`src/hw/ex_pkg.sv`:
```
/* Execution pipe shared types: functional unit, ALU and BRU opcode enums,
   front-end fault code width */
`default_nettype none

package ex_pkg;

   // Width of the front-end fault code, nonzero means exception
   localparam int FE_W = 4;

   // Functional unit that receives the instruction
   typedef enum logic [1:0] {
      FU_ALU = 2'd0,
      FU_BRU = 2'd1,
      FU_LSU = 2'd2,
      FU_EPU = 2'd3
   } ex_fu_t;

   // ALU operations
   typedef enum logic [3:0] {
      ALU_ADD   = 4'd0,
      ALU_SUB   = 4'd1,
      ALU_AND   = 4'd2,
      ALU_OR    = 4'd3,
      ALU_XOR   = 4'd4,
      ALU_SLL   = 4'd5,
      ALU_SRL   = 4'd6,
      // Arithmetic right shift
      ALU_SRA   = 4'd7,
      // Set less than, signed and unsigned
      ALU_SLT   = 4'd8,
      ALU_SLTU  = 4'd9,
      // Low half of operand2 into upper half
      ALU_MOVHI = 4'd10
   } alu_op_t;

   // Branch operations
   typedef enum logic [2:0] {
      BRU_BEQ  = 3'd0,
      BRU_BNE  = 3'd1,
      BRU_BGT  = 3'd2,
      BRU_BGTU = 3'd3,
      BRU_BLE  = 3'd4,
      BRU_BLEU = 3'd5,
      // Unconditional, pc relative, with link
      BRU_JREL = 3'd6,
      // Unconditional, register target, with link
      BRU_JREG = 3'd7
   } bru_op_t;

   // Conditional branches compare via the shared subtraction
   function automatic logic bru_is_cond(input bru_op_t op);
      logic res;
      res = (op != BRU_JREL) && (op != BRU_JREG);
      return res;
   endfunction

endpackage

`default_nettype wire

```
`src/hw/ex_alu.sv`:
```
/* Combinational integer ALU, add/sub and compares taken from the shared adder */
`timescale 1ns/1ps
`default_nettype none

module ex_alu
   import ex_pkg::*;
#(
   parameter int DW = 32
)
(
   input  alu_op_t         alu_op,
   input  logic [DW-1:0]   operand1,
   input  logic [DW-1:0]   operand2,
   input  logic [DW-1:0]   add_sum,
   input  logic            add_carry,
   input  logic            add_overflow,
   output logic [DW-1:0]   alu_result
);
   localparam int SHW = $clog2(DW);
   localparam int HW  = DW / 2;

   logic [SHW-1:0] shamt;
   logic           lt_signed;
   logic           lt_unsigned;
   logic [DW-1:0]  shl_res;
   logic [DW-1:0]  shr_res;
   logic [DW-1:0]  sra_res;

   assign shamt = operand2[SHW-1:0];

   // Adder does operand1 - operand2 for compares
   assign lt_signed   = add_sum[DW-1] ^ add_overflow;
   // No carry out means a borrow happened
   assign lt_unsigned = ~add_carry;

   assign shl_res = operand1 << shamt;
   assign shr_res = operand1 >> shamt;
   assign sra_res = $signed(operand1) >>> shamt;

   always_comb begin
      case (alu_op)
         ALU_ADD,
         ALU_SUB: begin
            alu_result = add_sum;
         end
         ALU_AND: begin
            alu_result = operand1 & operand2;
         end
         ALU_OR: begin
            alu_result = operand1 | operand2;
         end
         ALU_XOR: begin
            alu_result = operand1 ^ operand2;
         end
         ALU_SLL: begin
            alu_result = shl_res;
         end
         ALU_SRL: begin
            alu_result = shr_res;
         end
         ALU_SRA: begin
            alu_result = sra_res;
         end
         ALU_SLT: begin
            alu_result = {{DW-1{1'b0}}, lt_signed};
         end
         ALU_SLTU: begin
            alu_result = {{DW-1{1'b0}}, lt_unsigned};
         end
         ALU_MOVHI: begin
            alu_result = {operand2[HW-1:0], {DW-HW{1'b0}}};
         end
         default: begin
            alu_result = '0;
         end
      endcase
   end

endmodule

`default_nettype wire

```
`src/hw/ex_bru.sv`:
```
/* Branch unit: condition evaluation from the shared subtraction,
   target computation and link value */
`timescale 1ns/1ps
`default_nettype none

module ex_bru
   import ex_pkg::*;
#(
   parameter int DW   = 32,
   parameter int PC_W = 30
)
(
   input  logic            is_bru,
   input  bru_op_t         bru_op,
   input  logic [PC_W-1:0] pc,
   input  logic [PC_W-1:0] npc,
   input  logic [DW-1:0]   imm,
   input  logic [DW-1:0]   operand1,
   input  logic [DW-1:0]   add_sum,
   input  logic            add_carry,
   input  logic            add_overflow,
   output logic            b_taken,
   output logic [PC_W-1:0] b_tgt,
   output logic [DW-1:0]   link_dout,
   output logic            link_valid
);
   logic            cmp_eq;
   logic            cmp_gt;
   logic            cmp_gtu;
   logic            cond;
   logic            is_jump;
   logic [PC_W-1:0] rel_tgt;

   // Flags of operand1 - operand2
   assign cmp_eq  = (add_sum == '0);
   assign cmp_gt  = ~(add_sum[DW-1] ^ add_overflow) & ~cmp_eq;
   assign cmp_gtu = add_carry & ~cmp_eq;

   always_comb begin
      case (bru_op)
         BRU_BEQ: begin
            cond = cmp_eq;
         end
         BRU_BNE: begin
            cond = ~cmp_eq;
         end
         BRU_BGT: begin
            cond = cmp_gt;
         end
         BRU_BGTU: begin
            cond = cmp_gtu;
         end
         BRU_BLE: begin
            cond = ~cmp_gt;
         end
         BRU_BLEU: begin
            cond = ~cmp_gtu;
         end
         default: begin
            // JREL and JREG always go
            cond = 1'b1;
         end
      endcase
   end

   assign is_jump = ~bru_is_cond(bru_op);

   // Separate adder for pc relative targets, imm counts words
   assign rel_tgt = pc + imm[PC_W-1:0];

   assign b_tgt = (bru_op == BRU_JREG) ? operand1[PC_W-1:0] : rel_tgt;

   assign b_taken = is_bru & cond;

   // Return address for the link register
   assign link_valid = is_bru & is_jump;
   assign link_dout  = {{DW-PC_W{1'b0}}, npc};

endmodule

`default_nettype wire

```
`src/hw/ex_hds_buf.sv`:
```
/* One-entry valid/ready stage control with flush */
`timescale 1ns/1ps
`default_nettype none

module ex_hds_buf (
   input  logic clk,
   input  logic arst_n,
   input  logic flush,
   input  logic a_valid,
   output logic a_ready,
   output logic b_valid,
   input  logic b_ready,
   output logic p_ce
);
   logic occ_q;

   // Accept when empty or when the held entry leaves this cycle
   assign a_ready = ~occ_q | b_ready;
   assign p_ce    = a_valid & a_ready;
   assign b_valid = occ_q;

   always_ff @(posedge clk or negedge arst_n) begin
      if (!arst_n) begin
         occ_q <= 1'b0;
      end else if (flush) begin
         // Drops both the held entry and one accepted now
         occ_q <= 1'b0;
      end else if (p_ce) begin
         occ_q <= 1'b1;
      end else if (b_ready) begin
         occ_q <= 1'b0;
      end
   end

endmodule

`default_nettype wire

```
`src/hw/ex_pipe.sv`:
```
/* Integer execution pipe top level: shared adder, AGU select,
   misprediction check and the registered writeback stage */
`timescale 1ns/1ps
`default_nettype none

module ex_pipe
   import ex_pkg::*;
#(
   parameter int DW     = 32,
   parameter int PC_W   = 30,
   parameter int ROB_AW = 4,
   parameter int PRF_AW = 6
)
(
   input  logic              clk,
   input  logic              arst_n,
   input  logic              flush,
   input  logic              ex_valid,
   input  ex_fu_t            ex_fu,
   input  alu_op_t           ex_alu_op,
   input  bru_op_t           ex_bru_op,
   input  logic [FE_W-1:0]   ex_fe,
   input  logic              ex_pred_taken,
   input  logic [PC_W-1:0]   ex_pred_tgt,
   input  logic [PC_W-1:0]   ex_pc,
   input  logic [DW-1:0]     ex_imm,
   input  logic [DW-1:0]     ex_operand1,
   input  logic [DW-1:0]     ex_operand2,
   input  logic [PRF_AW-1:0] ex_prd,
   input  logic              ex_prd_we,
   input  logic [ROB_AW-1:0] ex_rob_id,
   output logic              ex_ready,
   input  logic              wb_ready,
   output logic              wb_valid,
   output logic [ROB_AW-1:0] wb_rob_id,
   output logic              prf_we,
   output logic [PRF_AW-1:0] prf_waddr,
   output logic [DW-1:0]     prf_wdata,
   output logic              wb_fls,
   output logic              wb_exc,
   output logic [DW-1:0]     wb_opera,
   output logic [DW-1:0]     wb_operb
);
   logic            p_ce;
   logic            is_alu;
   logic            is_bru;
   logic            agu_en;
   logic            add_s;
   logic [DW-1:0]   add_b;
   logic [DW-1:0]   add_b_inv;
   logic [DW-1:0]   add_sum;
   logic            add_carry;
   logic            add_overflow;
   logic [PC_W-1:0] npc;
   logic [DW-1:0]   alu_result;
   logic            b_taken;
   logic [PC_W-1:0] b_tgt;
   logic [DW-1:0]   link_dout;
   logic            link_valid;
   logic            se_fail;
   logic [PC_W-1:0] fls_tgt;
   logic            s1_exc;
   logic            s1_prf_we;
   logic [DW-1:0]   s1_rf_dout;
   logic [DW-1:0]   s1_opera;
   logic            prf_we_q;

   assign is_alu = (ex_fu == FU_ALU);
   assign is_bru = (ex_fu == FU_BRU);
   // LSU and EPU only need an address, operand1 + imm
   assign agu_en = (ex_fu == FU_LSU) | (ex_fu == FU_EPU);

   // Subtract for compares and conditional branches
   assign add_s = (is_alu & ((ex_alu_op == ALU_SUB) |
                             (ex_alu_op == ALU_SLT) |
                             (ex_alu_op == ALU_SLTU))) |
                  (is_bru & bru_is_cond(ex_bru_op));

   // Shared adder
   assign add_b     = agu_en ? ex_imm : ex_operand2;
   assign add_b_inv = add_s ? ~add_b : add_b;
   assign {add_carry, add_sum} = {1'b0, ex_operand1} + {1'b0, add_b_inv} + {{DW{1'b0}}, add_s};
   assign add_overflow = (ex_operand1[DW-1] == add_b_inv[DW-1]) &
                         (add_sum[DW-1] != ex_operand1[DW-1]);

   assign npc = ex_pc + {{PC_W-1{1'b0}}, 1'b1};

   ex_alu #(
      .DW           (DW)
   ) alu_inst (
      .alu_op       (ex_alu_op),
      .operand1     (ex_operand1),
      .operand2     (ex_operand2),
      .add_sum      (add_sum),
      .add_carry    (add_carry),
      .add_overflow (add_overflow),
      .alu_result   (alu_result)
   );

   ex_bru #(
      .DW           (DW),
      .PC_W         (PC_W)
   ) bru_inst (
      .is_bru       (is_bru),
      .bru_op       (ex_bru_op),
      .pc           (ex_pc),
      .npc          (npc),
      .imm          (ex_imm),
      .operand1     (ex_operand1),
      .add_sum      (add_sum),
      .add_carry    (add_carry),
      .add_overflow (add_overflow),
      .b_taken      (b_taken),
      .b_tgt        (b_tgt),
      .link_dout    (link_dout),
      .link_valid   (link_valid)
   );

   // Target only matters when both sides say taken
   assign se_fail = (b_taken ^ ex_pred_taken) |
                    (b_taken & ex_pred_taken & (b_tgt != ex_pred_tgt));
   assign fls_tgt = b_taken ? b_tgt : npc;
   assign s1_exc  = |ex_fe;

   // Flush target wins over fault code, then address
   assign s1_opera = se_fail ? {{DW-PC_W{1'b0}}, fls_tgt} :
                     s1_exc  ? {{DW-FE_W{1'b0}}, ex_fe} :
                               add_sum;

   assign s1_rf_dout = link_valid ? link_dout : alu_result;
   assign s1_prf_we  = (is_alu | is_bru) & ex_prd_we;

   ex_hds_buf hds_buf_inst (
      .clk     (clk),
      .arst_n  (arst_n),
      .flush   (flush),
      .a_valid (ex_valid),
      .a_ready (ex_ready),
      .b_valid (wb_valid),
      .b_ready (wb_ready),
      .p_ce    (p_ce)
   );

   // Control flags of the output stage
   always_ff @(posedge clk or negedge arst_n) begin
      if (!arst_n) begin
         prf_we_q <= 1'b0;
         wb_fls   <= 1'b0;
         wb_exc   <= 1'b0;
      end else if (flush) begin
         prf_we_q <= 1'b0;
         wb_fls   <= 1'b0;
         wb_exc   <= 1'b0;
      end else if (p_ce) begin
         prf_we_q <= s1_prf_we;
         wb_fls   <= se_fail;
         wb_exc   <= s1_exc;
      end else if (wb_ready) begin
         // Result leaves with no successor
         prf_we_q <= 1'b0;
      end
   end

   // Payload
   always_ff @(posedge clk) begin
      if (p_ce) begin
         wb_rob_id <= ex_rob_id;
         prf_waddr <= ex_prd;
         prf_wdata <= s1_rf_dout;
         wb_opera  <= s1_opera;
         wb_operb  <= ex_operand2;
      end
   end

   assign prf_we = prf_we_q;

endmodule

`default_nettype wire

```
`config.mk`:
```
export PLATFORM = sky130hd
export DESIGN_NAME = ex_pipe
export DESIGN_NICKNAME = d
export VERILOG_FILES = /design/src/hw/ex_pkg.sv /design/src/hw/ex_alu.sv /design/src/hw/ex_bru.sv /design/src/hw/ex_hds_buf.sv /design/src/hw/ex_pipe.sv
export SDC_FILE = /design/constraint.sdc
export NUM_CORES = 1
export LEC_CHECK = 0
export ABC_AREA = 0
export ABC_CLOCK_PERIOD_IN_PS = 3480
export BUFFER_PORTS_ARGS = -buffer_cell sky130_fd_sc_hd__buf_2
export CORE_MARGIN = 1
export CORE_UTILIZATION = 50
export DETAILED_ROUTE_END_ITERATION = 10
export GPL_TIMING_DRIVEN = 0
export PLACE_DENSITY = 0.73
export REMOVE_ABC_BUFFERS = 1
export SETUP_SLACK_MARGIN = 0.1
export SLEW_MARGIN = 20
export SYNTH_ARGS = -nofsm -noshare
export SYNTH_HDL_FRONTEND = slang
export SYNTH_SLANG_ARGS = --single-unit
```
`constraint.sdc`:
```
create_clock -name clk -period 3.48 [get_ports clk]
set_input_delay 0.348 -clock clk [delete_from_list [all_inputs] [get_ports clk]]
set_output_delay 0.348 -clock clk [all_outputs]
set_load 0.02 [all_outputs]
```
# Yosys cells after proc, flatten, opt, wreduce, memory -nomap -nowiden
# Cells that the tools add are included.
dict set report classes {
  shifts 3
  add_sub_neg 4
  n_bitwise 31
  n_mux 18
  eq_ne 24
  n_reduce_logical 10
}
# operator n
set op_table {}
lappend op_table {{32-bit case mux with 10 select lines} 1}
lappend op_table {{30-bit 2-to-1 mux} 5}
lappend op_table {{32-bit 2-to-1 mux} 2}
lappend op_table {{32-bit by 32-bit adder with 33-bit output} 1}
lappend op_table {{33-bit by 1-bit adder with 33-bit output} 1}
lappend op_table {{32-bit bitwise AND} 1}
lappend op_table {{32-bit logical NOT} 1}
lappend op_table {{32-bit NOT} 1}
lappend op_table {{32-bit OR} 1}
lappend op_table {{32-bit by 5-bit left shift with 32-bit output} 1}
lappend op_table {{32-bit by 5-bit >> shifter with 32-bit output} 1}
lappend op_table {{32-bit by 5-bit >>> shifter with 32-bit output} 1}
lappend op_table {{32-bit bitwise XOR} 1}
lappend op_table {{30-bit by 1-bit adder with 30-bit output, second input constant} 1}
lappend op_table {{30-bit adder} 1}
lappend op_table {{30-bit inequality test} 1}
lappend op_table {{4-bit by 3-bit == test with 1-bit output, second input constant} 4}
lappend op_table {{4-bit == test, second input constant} 3}
lappend op_table {{1-bit bitwise AND} 11}
lappend op_table {{3-bit == test, second input constant} 3}
lappend op_table {{1-bit 2-to-1 mux} 9}
lappend op_table {{4-bit by 2-bit == test with 1-bit output, second input constant} 2}
lappend op_table {{1-bit NOT} 7}
lappend op_table {{1-bit OR} 7}
lappend op_table {{19 further kinds} 23}
dict set report word_totals {
  out_inout_bits 111
  reg_bits 110
  inputBits 186
}

# Depth between registers and ports, before layout
# Gate-level depths: netlist of run 1.
dict set report depth {
  word_depth 21
  ltp_mapped 32
}

# Cells and area by module
# From an unflattened synthesis of run 1, not the netlist that was laid out.
dict set report unflattened {
  cells_unflattened 1945
  hier_area_um2 16809.9
}
# mod cells_each area_each_um2 n_inst seq_area_each_um2
set by_module_without_submodules {}
lappend by_module_without_submodules {ex_pipe 719 7747.4 1 3258.1}
lappend by_module_without_submodules {ex_alu 858 6506.2 1 0.0}
lappend by_module_without_submodules {ex_bru 363 2496.1 1 0.0}
lappend by_module_without_submodules {ex_hds_buf 5 60.1 1 25.0}

# Worst setup path after synthesis of run 1
# No wires, ideal clock.
dict set report synth_path {
  path_kind {input port to flip-flop}
  from {in ex_alu_op[1]}
  to {reg wb_opera[0] (data pin)}
  path_buffers 5
  path_slack_ns -3.427
  t_arrival_ns 6.640
  setup_ns 0.267
  path_stages 31
  t_required_ns 3.213
  cell_sequence {buf_2 -> nor2_2 -> a31oi_1 -> nor2_1 -> buf_1 -> xnor2_1 -> ha_1 -> a21o_1 -> o21bai_4 -> a21o_1 -> a211o_1 -> a31o_1 -> or3_1 -> a211o_1 -> nor4_1 -> nand4b_1 -> mux2_4 -> buf_6 -> buf_2 -> inv_1 -> ha_1 -> a21oi_1 -> nand4_1 -> nor4_1 -> o2111ai_1 -> a2111oi_0 -> and4_1 -> a31oi_2 -> buf_2 -> a211oi_1 -> a21oi_2}
}
dict set report synth_between {
  elab_chain_cells 20
  word_cells_on_any_way 30
  classes_between {add/sub: 2; eq/ne: 5; mux: 5; bitwise: 17; reduce/logical: 1}
}
# item line
set synth_lines {}
lappend synth_lines {{start, declared} ex_pipe.sv:20} ;# input alu_op_t ex_alu_op,
lappend synth_lines {{4-bit by 1-bit == test with 1-bit output / 4-bit == test (equally long branches)} {ex_pipe.sv:74, ex_pipe.sv:75}}
lappend synth_lines {{1-bit OR} ex_pipe.sv:74} ;# assign add_s = (is_alu & ((ex_alu_op == ALU_SUB) |
lappend synth_lines {{1-bit OR (*)} ex_pipe.sv:75} ;# (ex_alu_op == ALU_SLT) |
lappend synth_lines {{1-bit bitwise AND (*)} ex_pipe.sv:74}
lappend synth_lines {{1-bit OR (*)} ex_pipe.sv:76} ;# (ex_alu_op == ALU_SLTU))) |
lappend synth_lines {{32-bit 2-to-1 mux} ex_pipe.sv:81} ;# assign add_b_inv = add_s ? ~add_b : add_b;
lappend synth_lines {{32-bit by 32-bit adder with 33-bit output} ex_pipe.sv:82} ;# assign {add_carry, add_sum} = {1'b0, ex_operand1} + {1'b0, add_b_inv} + {{DW{1'b0}}, add_s};
lappend synth_lines {{33-bit by 1-bit adder with 33-bit output} ex_pipe.sv:82}
lappend synth_lines {{[4 not listed]} n/a}
lappend synth_lines {{1-bit bitwise AND} ex_bru.sv:36} ;# assign cmp_gt = ~(add_sum[DW-1] ^ add_overflow) & ~cmp_eq;
lappend synth_lines {{1-bit NOT} ex_bru.sv:54} ;# cond = ~cmp_gt;
lappend synth_lines {{1-bit case mux with 6 select lines} ex_bru.sv:40} ;# case (bru_op)
lappend synth_lines {{1-bit bitwise AND} ex_bru.sv:73} ;# assign b_taken = is_bru & cond;
lappend synth_lines {{1-bit bitwise AND (2 in series)} ex_pipe.sv:121} ;# (b_taken & ex_pred_taken & (b_tgt != ex_pred_tgt));
lappend synth_lines {{1-bit OR} ex_pipe.sv:120} ;# assign se_fail = (b_taken ^ ex_pred_taken) |
lappend synth_lines {{30-bit 2-to-1 mux (*)} ex_pipe.sv:126} ;# assign s1_opera = se_fail ? {{DW-PC_W{1'b0}}, fls_tgt} :
lappend synth_lines {{via s1_opera[0]} ex_pipe.sv:65} ;# logic [DW-1:0] s1_opera;
lappend synth_lines {{end signal, assigned} ex_pipe.sv:170} ;# wb_opera <= s1_opera;
lappend synth_lines {{end, declared} ex_pipe.sv:41} ;# output logic [DW-1:0] wb_opera,
# Mark *: on every way through the listed nets, which the timed path passes. The rest lies on a longest branch.
# A chain may end at the register's enable or synchronous reset.

# Final worst setup path of run 1
dict set report layout_path {
  from {in ex_operand2[2]}
  to {reg wb_opera[2] (data pin)}
}
dict set report layout_between {
  elab_chain_cells 17
  word_cells_on_any_way 24
  classes_between {add/sub: 2; eq/ne: 1; mux: 6; bitwise: 14; reduce/logical: 1}
}
# item line
set layout_lines {}
lappend layout_lines {{start, declared} ex_pipe.sv:28} ;# input logic [DW-1:0] ex_operand2,
lappend layout_lines {{32-bit 2-to-1 mux (*)} ex_pipe.sv:80} ;# assign add_b = agu_en ? ex_imm : ex_operand2;
lappend layout_lines {{32-bit NOT} ex_pipe.sv:81}
lappend layout_lines {{32-bit 2-to-1 mux (*)} ex_pipe.sv:81}
lappend layout_lines {{32-bit by 32-bit adder with 33-bit output (*)} ex_pipe.sv:82}
lappend layout_lines {{33-bit by 1-bit adder with 33-bit output (*)} ex_pipe.sv:82}
lappend layout_lines {{1-bit inequality test} ex_pipe.sv:84} ;# (add_sum[DW-1] != ex_operand1[DW-1]);
lappend layout_lines {{1-bit bitwise AND} ex_pipe.sv:83} ;# assign add_overflow = (ex_operand1[DW-1] == add_b_inv[DW-1]) &
lappend layout_lines {{1-bit bitwise XOR} ex_bru.sv:36}
lappend layout_lines {{1-bit NOT} ex_bru.sv:36}
lappend layout_lines {{1-bit bitwise AND} ex_bru.sv:36}
lappend layout_lines {{1-bit NOT} ex_bru.sv:54}
lappend layout_lines {{1-bit case mux with 6 select lines} ex_bru.sv:40}
lappend layout_lines {{1-bit bitwise AND} ex_bru.sv:73}
lappend layout_lines {{1-bit bitwise AND (2 in series)} ex_pipe.sv:121}
lappend layout_lines {{1-bit OR} ex_pipe.sv:120}
lappend layout_lines {{30-bit 2-to-1 mux (*)} ex_pipe.sv:126}
lappend layout_lines {{via s1_opera[2]} ex_pipe.sv:65}
# Marks and branches as above.

==> flow_summary.ini, run 1 <==
[placed_design]
pre_cts_slack_ps = -6140
port_buffers = 296
gp_congestion = 0.984
dp_hpwl_mm = 57.3

[pwr]
power_density_mw_per_mm2 = 348
leakage_nw = 8.88
ir_drop_v = 0.000280

[timing]
finalSetupTns_ps = -103890
clock.fmax_mhz = 149
fin_crit_sh_pct = 193
worst_slack_ps = -3240
rsz0062_at_grt = true
drv_slew = 0
min_period_ps = 6720
setup_viol = 39
tightest_slew_ps = 1230
hold_viol_final = 0
worst_hold_slack_ps = 116
slew-limit-headroom_pct = 17.4
fin_worst_skew_ps = 5.46

[outcome]
violations = setup timing
status = finished with violations

[clocking]
cts_tree = done
clk_pin_slew_ps = 80
cts_htree_levels = 3
clock_path_buffers = 2
numCtsBuffers = 9
insertion_delay_ps = 400
clock-sinks = 110
ctsRootBufferMaster = clkbuf_16

[synth]
synth_area_mm2 = 0.0160
synth_warnings = 0
synth-seq-cells = 110
syn_avg_cell_area_um2 = 7.74
ys.flop_type = edfxtp_1
yosysSeqAreaShare_pct = 20.5
syn_inst = 2064
synthDistinctLibCells = 85
synth_edf_count = 106
postSynth.asyncResetShare_pct = 3.64

[routing]
post_drt_wl_per_cell_um = 28.5
drtIter0Drc = 2850
vias = 19200
viasPerCell = 6.94
ant_nets = 0
dr.pass1.iters = 6
drt_wl_total_mm = 79.1
drc = 0

[grt]
grt_pass1_vias = 17700
grt_first_pass_wirelength_mm = 113
grt_max_degree = 75
gr-total-overflow = 0
track_usage_pct = 46.4
antenna_found_initial = 3

[worst_setup_path]
startpoint = ex_operand2[2]
rrSetupSlack_ps = 1660
crit_path_end = wb_opera[2]
endpoint_kind = register
crit_arrival_ps = 6870
reg2reg_depth = 4
path_class = primary input to register
path_max_fanout = 56
r2r-start = hds_buf_inst.b_valid
start_kind = primary input
crit_required_ps = 3640
rr_endpoint = prf_wdata[3]

[flow_run]
max_cap_viol_count = 0

[die]
fp.dieW_um = 181
row_count = 65
initial_utilization_pct = 50.8
die_area_mm2 = 0.0327
core_area_mm2 = 0.0315
die_y_um = 181
ios = 297

[layout]
final_common_cell = buf_2
area_growth_syn_to_layout_pct = 30.4
nNetsFinal = 2678
drive_above_1_share_pct = 29.2
layout_common_cells = 288 x buf_2, 221 x nand2_1, 190 x nor2_1, 153 x o21ai_0, 125 x mux2i_1

[hold_path]
min_from = ex_prd[3]
min_path_type = primary input to register
==> kinds of logic (layout without fill, tap and decap cells) <==
family / Yosys count / in the layout / synth area share (%)
AND/OR/NAND/NOR: 680 / 680 / 19.5
AO/OA/AOI/OAI: 640 / 640 / 26.6
buffers and inverters: 225 / 526 / 5.55
multiplexers: 151 / 153 / 10.5
adder cells (fa/ha/maj): 130 / 130 / 10.3
XOR/XNOR: 128 / 128 / 7.02
flip-flops: 110 / 110 / 20.5
other: 0 / 1 / 0
==> synthesized netlist by cell type, drive strengths merged, types with 12 or more instances <==
cell type	count	share of area [%]
a211o	21	1.2
a211oi	36	1.8
a21o	33	1.6
a21oi	138	4.4
a221oi	26	1.4
a22oi	12	0.56
a31o	12	0.66
a31oi	17	0.74
and2	15	0.59
and3	20	0.78
buf	42	1.3
clkbuf	94	2.2
edfxtp	106	20
ha	128	10
inv	87	2.0
mux2	15	1.2
mux2i	126	7.9
nand2	229	5.4
nand2b	16	0.63
nand3	50	1.6
nand4	22	0.86
nor2	210	4.9
nor3	49	1.5
nor4	13	0.55
o2111ai	12	0.66
o211ai	27	1.3
o21a	15	0.70
o21ai	167	5.2
o22ai	34	1.3
xnor2	80	4.4
xor2	48	2.6
==> power breakdown <==
part,switching (mW),internal [mW],total (mW)
logic,2.75,1.76,4.51
registers,0.0270,1.60,1.62
clock network,0.597,0.516,1.11
total,3.37,3.87,7.24
==> flip-flops by register name, indices dropped and copies added, names as in the netlist <==
name	flops
prf_wdata	32
wb_opera	32
wb_operb	32
prf_waddr	6
wb_rob_id	4
hds_buf_inst.b_valid	1
prf_we	1
wb_exc	1
wb_fls	1
==> repair_timing <==
item,CTS,global route
resized for setup,232,106
pin swaps,88,56
setup buffers,78,19
gates cloned,8,1
hold endpoints to repair,4,0
setup endpoints to repair,61,57
hold buffers,1,0
==> metrics by stage <==
step	instance area, um^2	std cells	utilization, %	power [mW]
after floorplan	15400	1928	-	3.70
after global placement	17400	2626	55.3	4.86
after detailed placement	17900	2650	56.7	4.92
after CTS	20200	2753	64.1	6.76
after global routing	20800	2769	66.2	7.45
final	20800	2770	66.2	7.24
==> metal layers <==
| layer | vias to the layer above | global-route usage, % | routed length (um) |
|---|---|---|---|
| met5 | - | 0 | 13 |
| met4 | 2 | 28.0 | 5530 |
| met3 | 328 | 9.17 | 10400 |
| met2 | 1523 | 70.5 | 33500 |
| met1 | 9094 | 60.9 | 29700 |
| li1 | 8263 | - | - |
==> worst min path at each step <==
stage | depth (start not counted) | endpoint | slack (ps)
detailed placement | 1 | prf_we | 160
floorplan | 0 | hds_buf_inst.b_valid | 50
global placement | 1 | hds_buf_inst.b_valid | 150
finish | 1 | prf_waddr[3] | 120
CTS | 1 | wb_rob_id[1] | 110
global route | 1 | prf_waddr[5] | 110
==> critical path: stages <==
cell and delay, ps:
buf_4 520, mux2i_1 230, xnor2_1 280, ha_4 280
a21oi_4 250, buf_4 170, nand2b_1 80, o211ai_1 680
and3b_1 290, nand4_1 230, nor4_4 320, nand4b_1 200
buf_6 180, mux2_8 360, inv_4 70, ha_4 230
a21oi_4 130, nand4_1 150, nor4_4 260, o2111ai_4 220
a2111oi_4 280, and4_4 290, a31oi_4 100, clkbuf_16 210
buf_16 170, mux2_4 300
==> layout make-up <==
| class | instances | area [um^2] |
|---|---|---|
| Sequential cell | 110 | 3280 |
| Multi-Input combinational cell | 1731 | 13500 |
| Tap cell | 402 | 503 |
| Clock buffer | 9 | 225 |
| Antenna cell | 1 | 2.50 |
| Clock inverter | 7 | 86.3 |
| Fill cell | 2615 | 10600 |
| Timing Repair Buffer | 421 | 2870 |
| Inverter | 89 | 343 |
(Power assumes the default switching activity.)
==> run 2, diff against run 1 <==
Settings changed: CORE_UTILIZATION 50 to 30, HOLD_SLACK_MARGIN set to 0.06, PLACE_DENSITY 0.73 to not set.
==> flow_summary.ini, run 2 (synthesis results as in run 1) <==
[outcome]
status = finished with violations
violations = setup timing

[grt]
grt_pass1_vias = 17600
gr-total-overflow = 0
grt_first_pass_wirelength_mm = 122
grt_max_degree = 70
antenna_found_initial = 2
track_usage_pct = 30.9

[layout]
drive_above_1_share_pct = 29.6
layout_common_cells = 288 x buf_2, 220 x nand2_1, 197 x nor2_1, 148 x o21ai_0, 125 x mux2i_1
final_common_cell = buf_2
area_growth_syn_to_layout_pct = 33.8
fillers = 5346
nNetsFinal = 2685
reg_top3 = prf_wdata (32), wb_opera (32), wb_operb (32)
fin_util_pct = 40.7

[timing]
setup_viol = 42
drv_slew = 0
worst_slack_ps = -3210
finalSetupTns_ps = -102540
slew-limit-headroom_pct = 37.2
fin_worst_skew_ps = 6.74
tightest_slew_ps = 932
clock.fmax_mhz = 150
rsz0062_at_grt = true
hold_viol_final = 0
min_period_ps = 6690
fin_crit_sh_pct = 192

[hold_path]
whs_endpoint = wb_rob_id[1]
min_path_type = primary input to register
worst_hold_path.num_cells = 1
min_from = ex_rob_id[1]

[routing]
viasPerCell = 6.09
post_drt_wl_per_cell_um = 28.1
drt_wl_total_mm = 86.2
dr.pass1.iters = 5
drc = 0
drtIter0Drc = 1767
ant_nets = 0
vias = 18700

[worst_setup_path]
crit_arrival_ps = 6860
endpoint_kind = register
r2r-start = hds_buf_inst.b_valid
path_class = primary input to register
rrSetupSlack_ps = 1670
slowest_delay_ps = 460
cp_common_cell = buf_12
startpoint = ex_alu_op[0]
crit_required_ps = 3650
reg2reg_depth = 4
start_kind = primary input
rr_endpoint = prf_wdata[4]
path_max_fanout = 7
crit_slowest_cell = o41a_1

[clocking]
clk_pin_slew_ps = 90
numCtsBuffers = 9
cts_tree = done
cts_htree_levels = 3
clock-sinks = 110
insertion_delay_ps = 410
ctsRootBufferMaster = clkbuf_16
clock_path_buffers = 2

[die]
fp.dieW_um = 233
die_y_um = 233
initial_utilization_pct = 30.4
core_area_mm2 = 0.0526
row_count = 84
ios = 297
die_area_mm2 = 0.0542

[pwr]
ir_drop_v = 0.000271
power_density_mw_per_mm2 = 347
leakage_nw = 8.96

[placed_design]
gp_congestion = 0.964
port_buffers = 296
dp_hpwl_mm = 65.7
pre_cts_slack_ps = -6620

[flow_run]
max_cap_viol_count = 0
run 2: cell types whose count changed in the layout (fill, tap and decap cells not counted), moves of 5 or more:
cell     delta
o21ai_0     -5
nor3_2      +5
nor2_1      +7
a21oi_2     +5
buf_4       +9
a21oi_1     -5
xnor2_1     -5
run 2: area by class of cell:
type | count | area (um^2) | area share (%)
antenna | 3 | 7.51 | 0.0351
clock buffer | 9 | 225 | 1.05
clock inverter | 7 | 103 | 0.480
inverter | 89 | 343 | 1.60
multi-input combinational | 1731 | 13700 | 63.9
sequential | 110 | 3280 | 15.4
tap | 688 | 861 | 4.03
timing repair buffer | 428 | 2880 | 13.5
run 2: worst max-delay path by stage:
stage,cells past startpoint,slack [ps],to
floorplan,25,-5250,wb_opera[2]
detailed placement,29,-6620,wb_opera[0]
global placement,25,-10750,wb_opera[23]
global route,31,-3270,wb_opera[2]
finish,30,-3210,wb_opera[2]
CTS,31,-3160,wb_opera[2]
run 2: worst max-delay path: cells and delay by family:
family	cells	cell delay (ps)
compound gates	9	1920
xor+xnor	1	190
buf+inv	7	1030
fa+ha+maj	2	590
mux	2	670
simple gates	9	2040
run 2: timing repair:
item / CTS / global route
buffers inserted: 80 / 25
endpoints found under the setup margin: 63 / 58
gates resized for setup: 288 / 72
cloned: 6 / 0
endpoints found under the hold margin: 4 / 0
pin swaps: 101 / 45
hold buffers: 1 / 0
run 2: routing by layer:
metal	up-vias	wire length, um	global-route usage (%)
met5	-	0	0
met4	0	4690	15.0
met3	180	6280	4.46
met2	958	39400	49.8
met1	9230	35900	40.4
li1	8285	-	-
run 2: per-stage QoR:
stage          power (mW)  hold slack, ps  instances  instance area, um^2
2_1_floorplan        3.70            52.4       1928                15400
3_3_place_gp         4.98             154       2912                17800
3_5_place_dp         5.03             161       2937                18200
4_1_cts              7.09            85.8       3040                20900
5_1_grt              7.67             101       3063                21400
6_report             7.41             104       3065                21400
run 2: where the power goes:
group | switching [mW] | internal (mW) | leakage [nW] | total [mW]
combinational | 2.78 | 1.80 | 7.70 | 4.58
clock | 0.619 | 0.585 | 0.160 | 1.20
sequential | 0.0274 | 1.60 | 1.10 | 1.62
